### config.mk
export PLATFORM = sky130hd
export DESIGN_NAME = apply_top
export DESIGN_NICKNAME = d
export VERILOG_FILES = /design/src/rtl/bdd_pkg.sv /design/src/rtl/fetch_pkg.sv /design/src/rtl/apply_req_if.sv /design/src/rtl/terminal_case_unit.sv /design/src/rtl/node_fetch_fsm.sv /design/src/rtl/cofactor_unit.sv /design/src/rtl/apply_top.sv
export SDC_FILE = /design/constraint.sdc
export NUM_CORES = 1
export LEC_CHECK = 0
export BUFFER_PORTS_ARGS = -buffer_cell sky130_fd_sc_hd__clkbuf_2
export CAP_MARGIN = 20
export CORE_MARGIN = 1
export CORE_UTILIZATION = 51
export CTS_CLUSTER_DIAMETER = 80
export DETAILED_ROUTE_END_ITERATION = 10
export PLACE_DENSITY = 0.89
export SYNTH_ARGS = -nofsm -noshare
export SYNTH_HDL_FRONTEND = slang
export SYNTH_SLANG_ARGS = --single-unit
### constraint.sdc
create_clock -name clk -period 3.3 [get_ports clk]
set_input_delay 0.33 -clock clk [delete_from_list [all_inputs] [get_ports clk]]
set_output_delay 0.33 -clock clk [all_outputs]
set_load 0.05 [all_outputs]
### src/rtl/bdd_pkg.sv
`default_nettype none

package bdd_pkg;

	// Bit 0 is the negation flag, bits 15..1 address the node
	typedef logic [15:0] edge_t;

	typedef logic [7:0] var_t; // Smaller number sits nearer the root

	typedef enum logic
	{
		op_and,
		op_or
	} apply_op_t;

	// Node 0 is the constant true terminal
	localparam edge_t edge_true = 16'h0000;
	localparam edge_t edge_false = 16'h0001; // Negated terminal

	// Same node, opposite polarity
	function automatic logic is_complement(edge_t a, edge_t b);
		return (a ^ b) == edge_t'(1);
	endfunction

endpackage

`default_nettype wire

### src/rtl/fetch_pkg.sv
`default_nettype none

package fetch_pkg;
	import bdd_pkg::*;

	localparam int edge_w = $bits(edge_t);
	localparam int var_w = $bits(var_t);

	typedef logic [edge_w-2:0] node_addr_t; // Edge without its negation bit

	// Node word is {var, high child, low child}
	typedef logic [var_w+2*edge_w-1:0] node_word_t;

	typedef enum logic [2:0] {idle, send_f, send_g, wait_resp, hold_out} fetch_state_t;

	function automatic var_t node_var(node_word_t w);
		return w[2*edge_w +: var_w];
	endfunction

	function automatic edge_t node_high(node_word_t w);
		return w[edge_w +: edge_w];
	endfunction

	function automatic edge_t node_low(node_word_t w);
		return w[0 +: edge_w];
	endfunction

endpackage

`default_nettype wire

### src/rtl/apply_req_if.sv
`timescale 1ns/10ps
`default_nettype none

interface apply_req_if
	import bdd_pkg::*;
();
	logic valid;
	logic ready;
	edge_t f; // Always the smaller index
	edge_t g;
	apply_op_t op;

	modport source (output valid, output f, output g, output op, input ready);

	modport sink (input valid, input f, input g, input op, output ready);

	// Read only view for the datapath next to the FSM
	modport monitor (input valid, input ready, input f, input g, input op);

endinterface

`default_nettype wire

### src/rtl/terminal_case_unit.sv
`timescale 1ns/10ps
`default_nettype none

module terminal_case_unit
	import bdd_pkg::*;
(
	input logic clk,
	input logic reset,
	input logic req_valid,
	output logic req_ready,
	input edge_t req_f,
	input edge_t req_g,
	input apply_op_t req_op,
	output logic result_valid,
	input logic result_ready,
	output edge_t result,
	apply_req_if.source fwd
);

	logic full;
	logic held_term; // Item in the register is a terminal result
	edge_t held_f;
	edge_t held_g;
	apply_op_t held_op;
	edge_t held_result;

	edge_t ord_f;
	edge_t ord_g;
	logic term_hit;
	edge_t term_result;
	logic accept;
	logic leave;

	// AND and OR commute so the smaller index always goes first
	assign ord_f = (req_f > req_g) ? req_g : req_f;
	assign ord_g = (req_f > req_g) ? req_f : req_g;

	always_comb
	begin
		term_hit = 1'b1;
		term_result = ord_f;
		if (req_op == op_and)
		begin
			if (ord_f == edge_false || ord_g == edge_false || is_complement(ord_f, ord_g))
				term_result = edge_false;
			else if (ord_f == edge_true)
				term_result = ord_g;
			else if (ord_g == edge_true || ord_f == ord_g)
				term_result = ord_f;
			else
				term_hit = 1'b0;
		end
		else
		begin
			if (ord_f == edge_true || ord_g == edge_true || is_complement(ord_f, ord_g))
				term_result = edge_true;
			else if (ord_f == edge_false)
				term_result = ord_g;
			else if (ord_g == edge_false || ord_f == ord_g)
				term_result = ord_f;
			else
				term_hit = 1'b0;
		end
	end

	assign result_valid = full && held_term;
	assign result = held_result;
	assign fwd.valid = full && !held_term;
	assign fwd.f = held_f;
	assign fwd.g = held_g;
	assign fwd.op = held_op;

	// Item leaves on whichever port it sits on
	assign leave = (result_valid && result_ready) || (fwd.valid && fwd.ready);
	assign req_ready = !full || leave;
	assign accept = req_valid && req_ready;

	always_ff @(posedge clk)
	begin
		if (reset)
		begin
			full <= 1'b0;
			held_term <= 1'b0;
		end
		else if (accept)
		begin
			full <= 1'b1;
			held_term <= term_hit;
		end
		else if (leave)
			full <= 1'b0;
	end

	always_ff @(posedge clk)
	begin
		if (accept)
		begin
			held_f <= ord_f;
			held_g <= ord_g;
			held_op <= req_op;
			held_result <= term_result;
		end
	end

	result_hold: assert property (@(posedge clk) disable iff (reset)
		result_valid && !result_ready |=> result_valid && $stable(result));

endmodule

`default_nettype wire

### src/rtl/node_fetch_fsm.sv
`timescale 1ns/10ps
`default_nettype none

module node_fetch_fsm
	import fetch_pkg::*;
(
	input logic clk,
	input logic reset,
	apply_req_if.sink item,
	output logic mem_req_valid,
	input logic mem_req_ready,
	output node_addr_t mem_req_addr,
	input logic mem_resp_valid,
	output logic capture_f,
	output logic capture_g,
	output logic expand_valid,
	input logic expand_ready
);

	fetch_state_t state;
	fetch_state_t state_next;
	logic got_f; // First response of the pair is in

	always_comb
	begin
		state_next = state;
		case (state)
			idle:
				if (item.valid)
					state_next = send_f;
			send_f:
				if (mem_req_ready)
					state_next = send_g;
			send_g: // f response may already come back here
				if (mem_req_ready)
					state_next = wait_resp;
			wait_resp:
				if (capture_g)
					state_next = hold_out;
			hold_out:
				if (expand_ready)
					state_next = idle;
			default:
				state_next = idle;
		endcase
	end

	always_ff @(posedge clk)
	begin
		if (reset)
			state <= idle;
		else
			state <= state_next;
	end

	// Responses come back in order so the first one belongs to f
	always_ff @(posedge clk)
	begin
		if (reset)
			got_f <= 1'b0;
		else if (capture_f)
			got_f <= 1'b1;
		else if (capture_g)
			got_f <= 1'b0;
	end

	assign mem_req_valid = (state == send_f) || (state == send_g);
	assign mem_req_addr = (state == send_g) ? node_addr_t'(item.g >> 1) : node_addr_t'(item.f >> 1);

	assign capture_f = mem_resp_valid && !got_f;
	assign capture_g = mem_resp_valid && got_f;

	assign expand_valid = (state == hold_out);
	assign item.ready = expand_valid && expand_ready; // Pop on the expansion transfer

	mem_req_hold: assert property (@(posedge clk) disable iff (reset)
		mem_req_valid && !mem_req_ready |=> mem_req_valid && $stable(mem_req_addr));

	// Memory must not answer a read that was never sent
	no_stray_resp: assert property (@(posedge clk) disable iff (reset)
		mem_resp_valid |-> (state == send_g && !got_f) || state == wait_resp);

endmodule

`default_nettype wire

### src/rtl/cofactor_unit.sv
`timescale 1ns/10ps
`default_nettype none

module cofactor_unit
	import bdd_pkg::*;
	import fetch_pkg::*;
(
	input logic clk,
	input logic reset,
	apply_req_if.monitor item,
	input node_word_t mem_resp_data,
	input logic capture_f,
	input logic capture_g,
	output apply_op_t expand_op,
	output var_t expand_top,
	output edge_t expand_f,
	output edge_t expand_g,
	output edge_t fn,
	output edge_t fnv,
	output edge_t gn,
	output edge_t gnv
);

	node_word_t f_node;
	node_word_t g_node;
	var_t f_var;
	var_t g_var;
	var_t top;
	logic f_at_top;
	logic g_at_top;

	always_ff @(posedge clk)
	begin
		if (capture_f)
			f_node <= mem_resp_data;
		if (capture_g)
			g_node <= mem_resp_data;
	end

	assign f_var = node_var(f_node);
	assign g_var = node_var(g_node);
	assign top = (f_var < g_var) ? f_var : g_var;

	assign f_at_top = (f_var == top);
	assign g_at_top = (g_var == top);

	// Children inherit the operand's negation flag
	assign fn = f_at_top ? node_high(f_node) ^ edge_t'(item.f[0]) : item.f;
	assign fnv = f_at_top ? node_low(f_node) ^ edge_t'(item.f[0]) : item.f;
	assign gn = g_at_top ? node_high(g_node) ^ edge_t'(item.g[0]) : item.g;
	assign gnv = g_at_top ? node_low(g_node) ^ edge_t'(item.g[0]) : item.g;

	assign expand_op = item.op;
	assign expand_top = top;
	assign expand_f = item.f;
	assign expand_g = item.g;

	capture_excl: assert property (@(posedge clk) disable iff (reset)
		!(capture_f && capture_g));

endmodule

`default_nettype wire

### src/rtl/apply_top.sv
`timescale 1ns/10ps
`default_nettype none

module apply_top
	import bdd_pkg::*;
	import fetch_pkg::*;
(
	input logic clk,
	input logic reset,
	input logic req_valid,
	output logic req_ready,
	input edge_t req_f,
	input edge_t req_g,
	input apply_op_t req_op,
	output logic result_valid,
	input logic result_ready,
	output edge_t result,
	output logic expand_valid,
	input logic expand_ready,
	output apply_op_t expand_op,
	output var_t expand_top,
	output edge_t expand_f,
	output edge_t expand_g,
	output edge_t fn,
	output edge_t fnv,
	output edge_t gn,
	output edge_t gnv,
	output logic mem_req_valid,
	input logic mem_req_ready,
	output node_addr_t mem_req_addr,
	input logic mem_resp_valid,
	input node_word_t mem_resp_data
);

	logic capture_f;
	logic capture_g;

	apply_req_if req_if ();

	terminal_case_unit terminal_case_unit_i (
		.clk(clk),
		.reset(reset),
		.req_valid(req_valid),
		.req_ready(req_ready),
		.req_f(req_f),
		.req_g(req_g),
		.req_op(req_op),
		.result_valid(result_valid),
		.result_ready(result_ready),
		.result(result),
		.fwd(req_if.source)
	);

	node_fetch_fsm node_fetch_fsm_i (
		.clk(clk),
		.reset(reset),
		.item(req_if.sink),
		.mem_req_valid(mem_req_valid),
		.mem_req_ready(mem_req_ready),
		.mem_req_addr(mem_req_addr),
		.mem_resp_valid(mem_resp_valid),
		.capture_f(capture_f),
		.capture_g(capture_g),
		.expand_valid(expand_valid),
		.expand_ready(expand_ready)
	);

	cofactor_unit cofactor_unit_i (
		.clk(clk),
		.reset(reset),
		.item(req_if.monitor),
		.mem_resp_data(mem_resp_data),
		.capture_f(capture_f),
		.capture_g(capture_g),
		.expand_op(expand_op),
		.expand_top(expand_top),
		.expand_f(expand_f),
		.expand_g(expand_g),
		.fn(fn),
		.fnv(fnv),
		.gn(gn),
		.gnv(gnv)
	);

endmodule

`default_nettype wire

==> results.py <==
metrics = {
    "status": {
        "status": "complete, no violations",
    },
    "run": {
        "maxCapViolations": 0,
    },
    "synthesis": {
        "post_synth_edffs": 129,
        "synthCells": 512,
        "synth_sequential_area_ratio_pct": 58.93,
        "syn-num-nets": 615,
        "ys.flop_type": "sky130_fd_sc_hd__edfxtp_1",
        "post_synth_design_cell_area_sq_um": 6778,
        "postSynthRegisterBits": 135,
        "avg_inst_size_synth_sq_um": 13.24,
        "netlist-cell-type-count": 51,
        "post_synth_arst_share_pct": 0,
        "yosysWarningCount": 0,
    },
    "route": {
        "drt_wl_total_mm": 16.92,
        "dr_wl_met2_mm": 8.936,
        "antenna_left": 0,
        "drtIter0Drc": 324,
        "wirelength_met1_mm": 6.589,
        "dr.max_layer_used": "met4",
        "met3RoutedLength_um": 980,
        "route.detailed.wl_per_inst_um": 18.25,
        "drc": 0,
        "num_vias": 4977,
        "via_per_inst": 5.369,
        "dr.pass1.iters": 5,
    },
    "power": {
        "total_power_consumption_of_the_routed_design_uw": 5519,
        "total_leakage_power_uw": 0.003713,
        "cellPowerDensity_nw_per_um2": 631.5,
        "vdd.ir_drop.worst_v": 0.0002963,
    },
    "clocking": {
        "cts-root-to-sink-buffers": 2,
        "clock_insertion_delay_worst_skew_ns": 0.42,
        "clkSlewWorstSetupHoldPaths_ns": 0.06,
        "post_cts.repair.setup_buffers": 0,
        "cts.sinks": 135,
        "cts_max_level": 4,
        "ctsRootBufferMaster": "sky130_fd_sc_hd__clkbuf_16",
        "numCtsBuffers": 17,
        "tritoncts": "done",
    },
    "global_route": {
        "grt_pass1_vias": 4793,
        "first_pass_grt_wire_length_mm": 24.61,
        "grt_antenna_before_repair": 0,
        "grt_max_degree": 52,
        "grt-ovfl-total": 0,
        "grtUsageTotal_pct": 24.71,
    },
    "sta": {
        "finalCriticalPeriod_ns": 3.157,
        "final-hold-violation-count": 0,
        "rsz0062_at_grt": "false",
        "post-route-period-util_pct": 95.68,
        "max_freq_ghz": 0.3167,
        "max_slew_margin_pct": 48.98,
        "final_report_max_slew_violation_count": 0,
        "hold_ws_ns": 0.1018,
        "setup_total_negative_slack_ns": 0,
        "tightestPinTransition_ns": 0.7637,
        "setup_violations": 0,
        "clock-skew-final_ns": 0.006522,
    },
    "cells_and_area": {
        "n_antenna_cell": 0,
        "syn2layout_area_growth_pct": 28.93,
        "most_frequent_standard_cell_in_the_layout_excluding_fill_and_tap_cells": "sky130_fd_sc_hd__clkbuf_2",
        "layout_common_cells": "sky130_fd_sc_hd__clkbuf_2, sky130_fd_sc_hd__edfxtp_1, sky130_fd_sc_hd__mux2_2",
        "nNetsFinal": 846,
        "instances_no_fill": 927,
        "area_occupied_by_multi_input_gates_sq_um": 2576,
        "register_area_sq_um": 3994,
        "fillerInstances": 865,
        "drive_gt1_share_pct": 50.33,
        "postLayoutCoreUtil_pct": 68.41,
    },
    "floorplanning": {
        "initial_core_util_pct": 53.06,
        "placementRows": 41,
        "die_h_um": 117.3,
        "die_area_sq_um": 13750,
        "ios": 220,
        "die_boundary_width_um": 117.3,
        "core-area_sq_um": 12770,
    },
    "place": {
        "place.port_buffers": 219,
        "placed_cells": 895,
        "gp_congestion": 0.8351,
        "post-dp-hpwl_mm": 12.29,
    },
    "critical_path": {
        "cp.required_ns": 2.97,
        "crit_fanout": 10,
        "setup.worst_path.end_class": "primary output",
        "cp.arrival_ns": 2.83,
        "worst-setup-path-type": "register to primary output",
        "cp-start-kind": "register",
    },
    "min_path": {
        "hold_path.class": "input pin to register",
    },
}
[Yosys cell counts (2+ instances only)]
master,instances,area [sq um]
sky130_fd_sc_hd__a211oi_1,2,15.01
sky130_fd_sc_hd__a21oi_1,28,140.1
sky130_fd_sc_hd__a31oi_1,3,18.77
sky130_fd_sc_hd__and2_1,3,18.77
sky130_fd_sc_hd__and4_1,2,17.52
sky130_fd_sc_hd__buf_2,9,45.04
sky130_fd_sc_hd__clkbuf_1,7,26.28
sky130_fd_sc_hd__dfxtp_1,6,120.1
sky130_fd_sc_hd__edfxtp_1,129,3874
sky130_fd_sc_hd__ha_1,23,287.8
sky130_fd_sc_hd__inv_1,43,161.4
sky130_fd_sc_hd__mux2_2,97,1092
sky130_fd_sc_hd__nand2_1,32,120.1
sky130_fd_sc_hd__nand2b_1,6,37.54
sky130_fd_sc_hd__nand3_1,4,20.02
sky130_fd_sc_hd__nand4_1,4,25.02
sky130_fd_sc_hd__nor2_1,29,108.9
sky130_fd_sc_hd__nor2b_1,3,18.77
sky130_fd_sc_hd__nor3_1,5,25.02
sky130_fd_sc_hd__nor4_1,6,37.54
sky130_fd_sc_hd__o211ai_1,3,22.52
sky130_fd_sc_hd__o21ai_0,14,70.07
sky130_fd_sc_hd__o21ai_1,2,10.01
sky130_fd_sc_hd__o21ai_2,10,87.58
sky130_fd_sc_hd__o22ai_1,2,12.51
sky130_fd_sc_hd__or2_2,2,12.51
sky130_fd_sc_hd__xnor2_1,14,122.6
[per-layer routing]
metal	GRT usage, %	vias to the layer above
li1	-	2362
met1	28.48	2374
met2	43.29	204
met3	6.694	37
met4	10.55	0
met5	0	-
[layout make-up]
type	instances	share of cell area [%]
Clock buffer	20	4.997
Clock inverter	11	1.518
Inverter	43	1.847
Multi-Input combinational cell	315	29.48
Sequential cell	135	45.70
Tap cell	172	2.463
Timing Repair Buffer	231	13.99
[worst paths after layout]
path / startpoint / end / slack [ns] / cells past startpoint
worst max-delay path: cofactor_unit_i.g_node[33] / gn[15] / 0.14 / 10
worst min register to register: node_fetch_fsm_i.state[2] / node_fetch_fsm_i.state[1] / 0.54 / 1
worst max register to register: node_fetch_fsm_i.state[2] / terminal_case_unit_i.fwd.g[3] / 1.26 / 4
worst min-delay path: mem_resp_data[26] / cofactor_unit_i.f_node[26] / 0.10 / 1
[stage by stage]
step	setup WS (ns)	cell area, sq um
after global routing	0.001112	8738
after floorplan	0.08980	6785
final	0.1427	8738
after CTS	0.06533	8723
after global placement	0.3639	8150
after detailed placement	0.2624	8150
[cells by family (layout without fill, tap and decap cells)]
family / after synthesis / in the layout / share of synthesized area, %
adder cells (fa/ha/maj): 23 / 23 / 4.246
flip-flops: 135 / 135 / 58.93
AO/OA/AOI/OAI: 78 / 78 / 7.643
AND/OR/NAND/NOR: 101 / 101 / 7.181
buffers and inverters: 62 / 305 / 3.766
XOR/XNOR: 14 / 14 / 1.809
multiplexers: 99 / 99 / 16.43
[power breakdown]
group	total, uW	internal, uW	switching [uW]
Sequential	2100	2030	71.2
Clock	1840	1170	666
Combinational	1580	440	1140
Total	5520	3640	1880
[sequential cells by signal (all words and copies together) (netlist names), 3 cells and up]
name / flops
terminal_case_unit_i.fwd.f: 16
node_fetch_fsm_i.state: 3
terminal_case_unit_i.result: 16
terminal_case_unit_i.fwd.g: 16
cofactor_unit_i.f_node: 40
cofactor_unit_i.g_node: 40
[critical path: stages (launching register included)]
cell and delay (ns):
sky130_fd_sc_hd__edfxtp_1 0.42, sky130_fd_sc_hd__inv_1 0.09, sky130_fd_sc_hd__ha_1 0.22, sky130_fd_sc_hd__a21o_1 0.16
sky130_fd_sc_hd__a21oi_1 0.16, sky130_fd_sc_hd__o211a_1 0.24, sky130_fd_sc_hd__a21oi_1 0.13, sky130_fd_sc_hd__nor2_4 0.18
sky130_fd_sc_hd__buf_4 0.21, sky130_fd_sc_hd__mux2_2 0.36, sky130_fd_sc_hd__clkbuf_2 0.24
[timing repair]
item | CTS | global route
hold buffers | 0 | 0
resized for setup | 1 | 20
endpoints found under the hold margin | 0 | 0
setup endpoints to repair | 7 | 21
No activity file was read; power rests on OpenSTA's default activity.
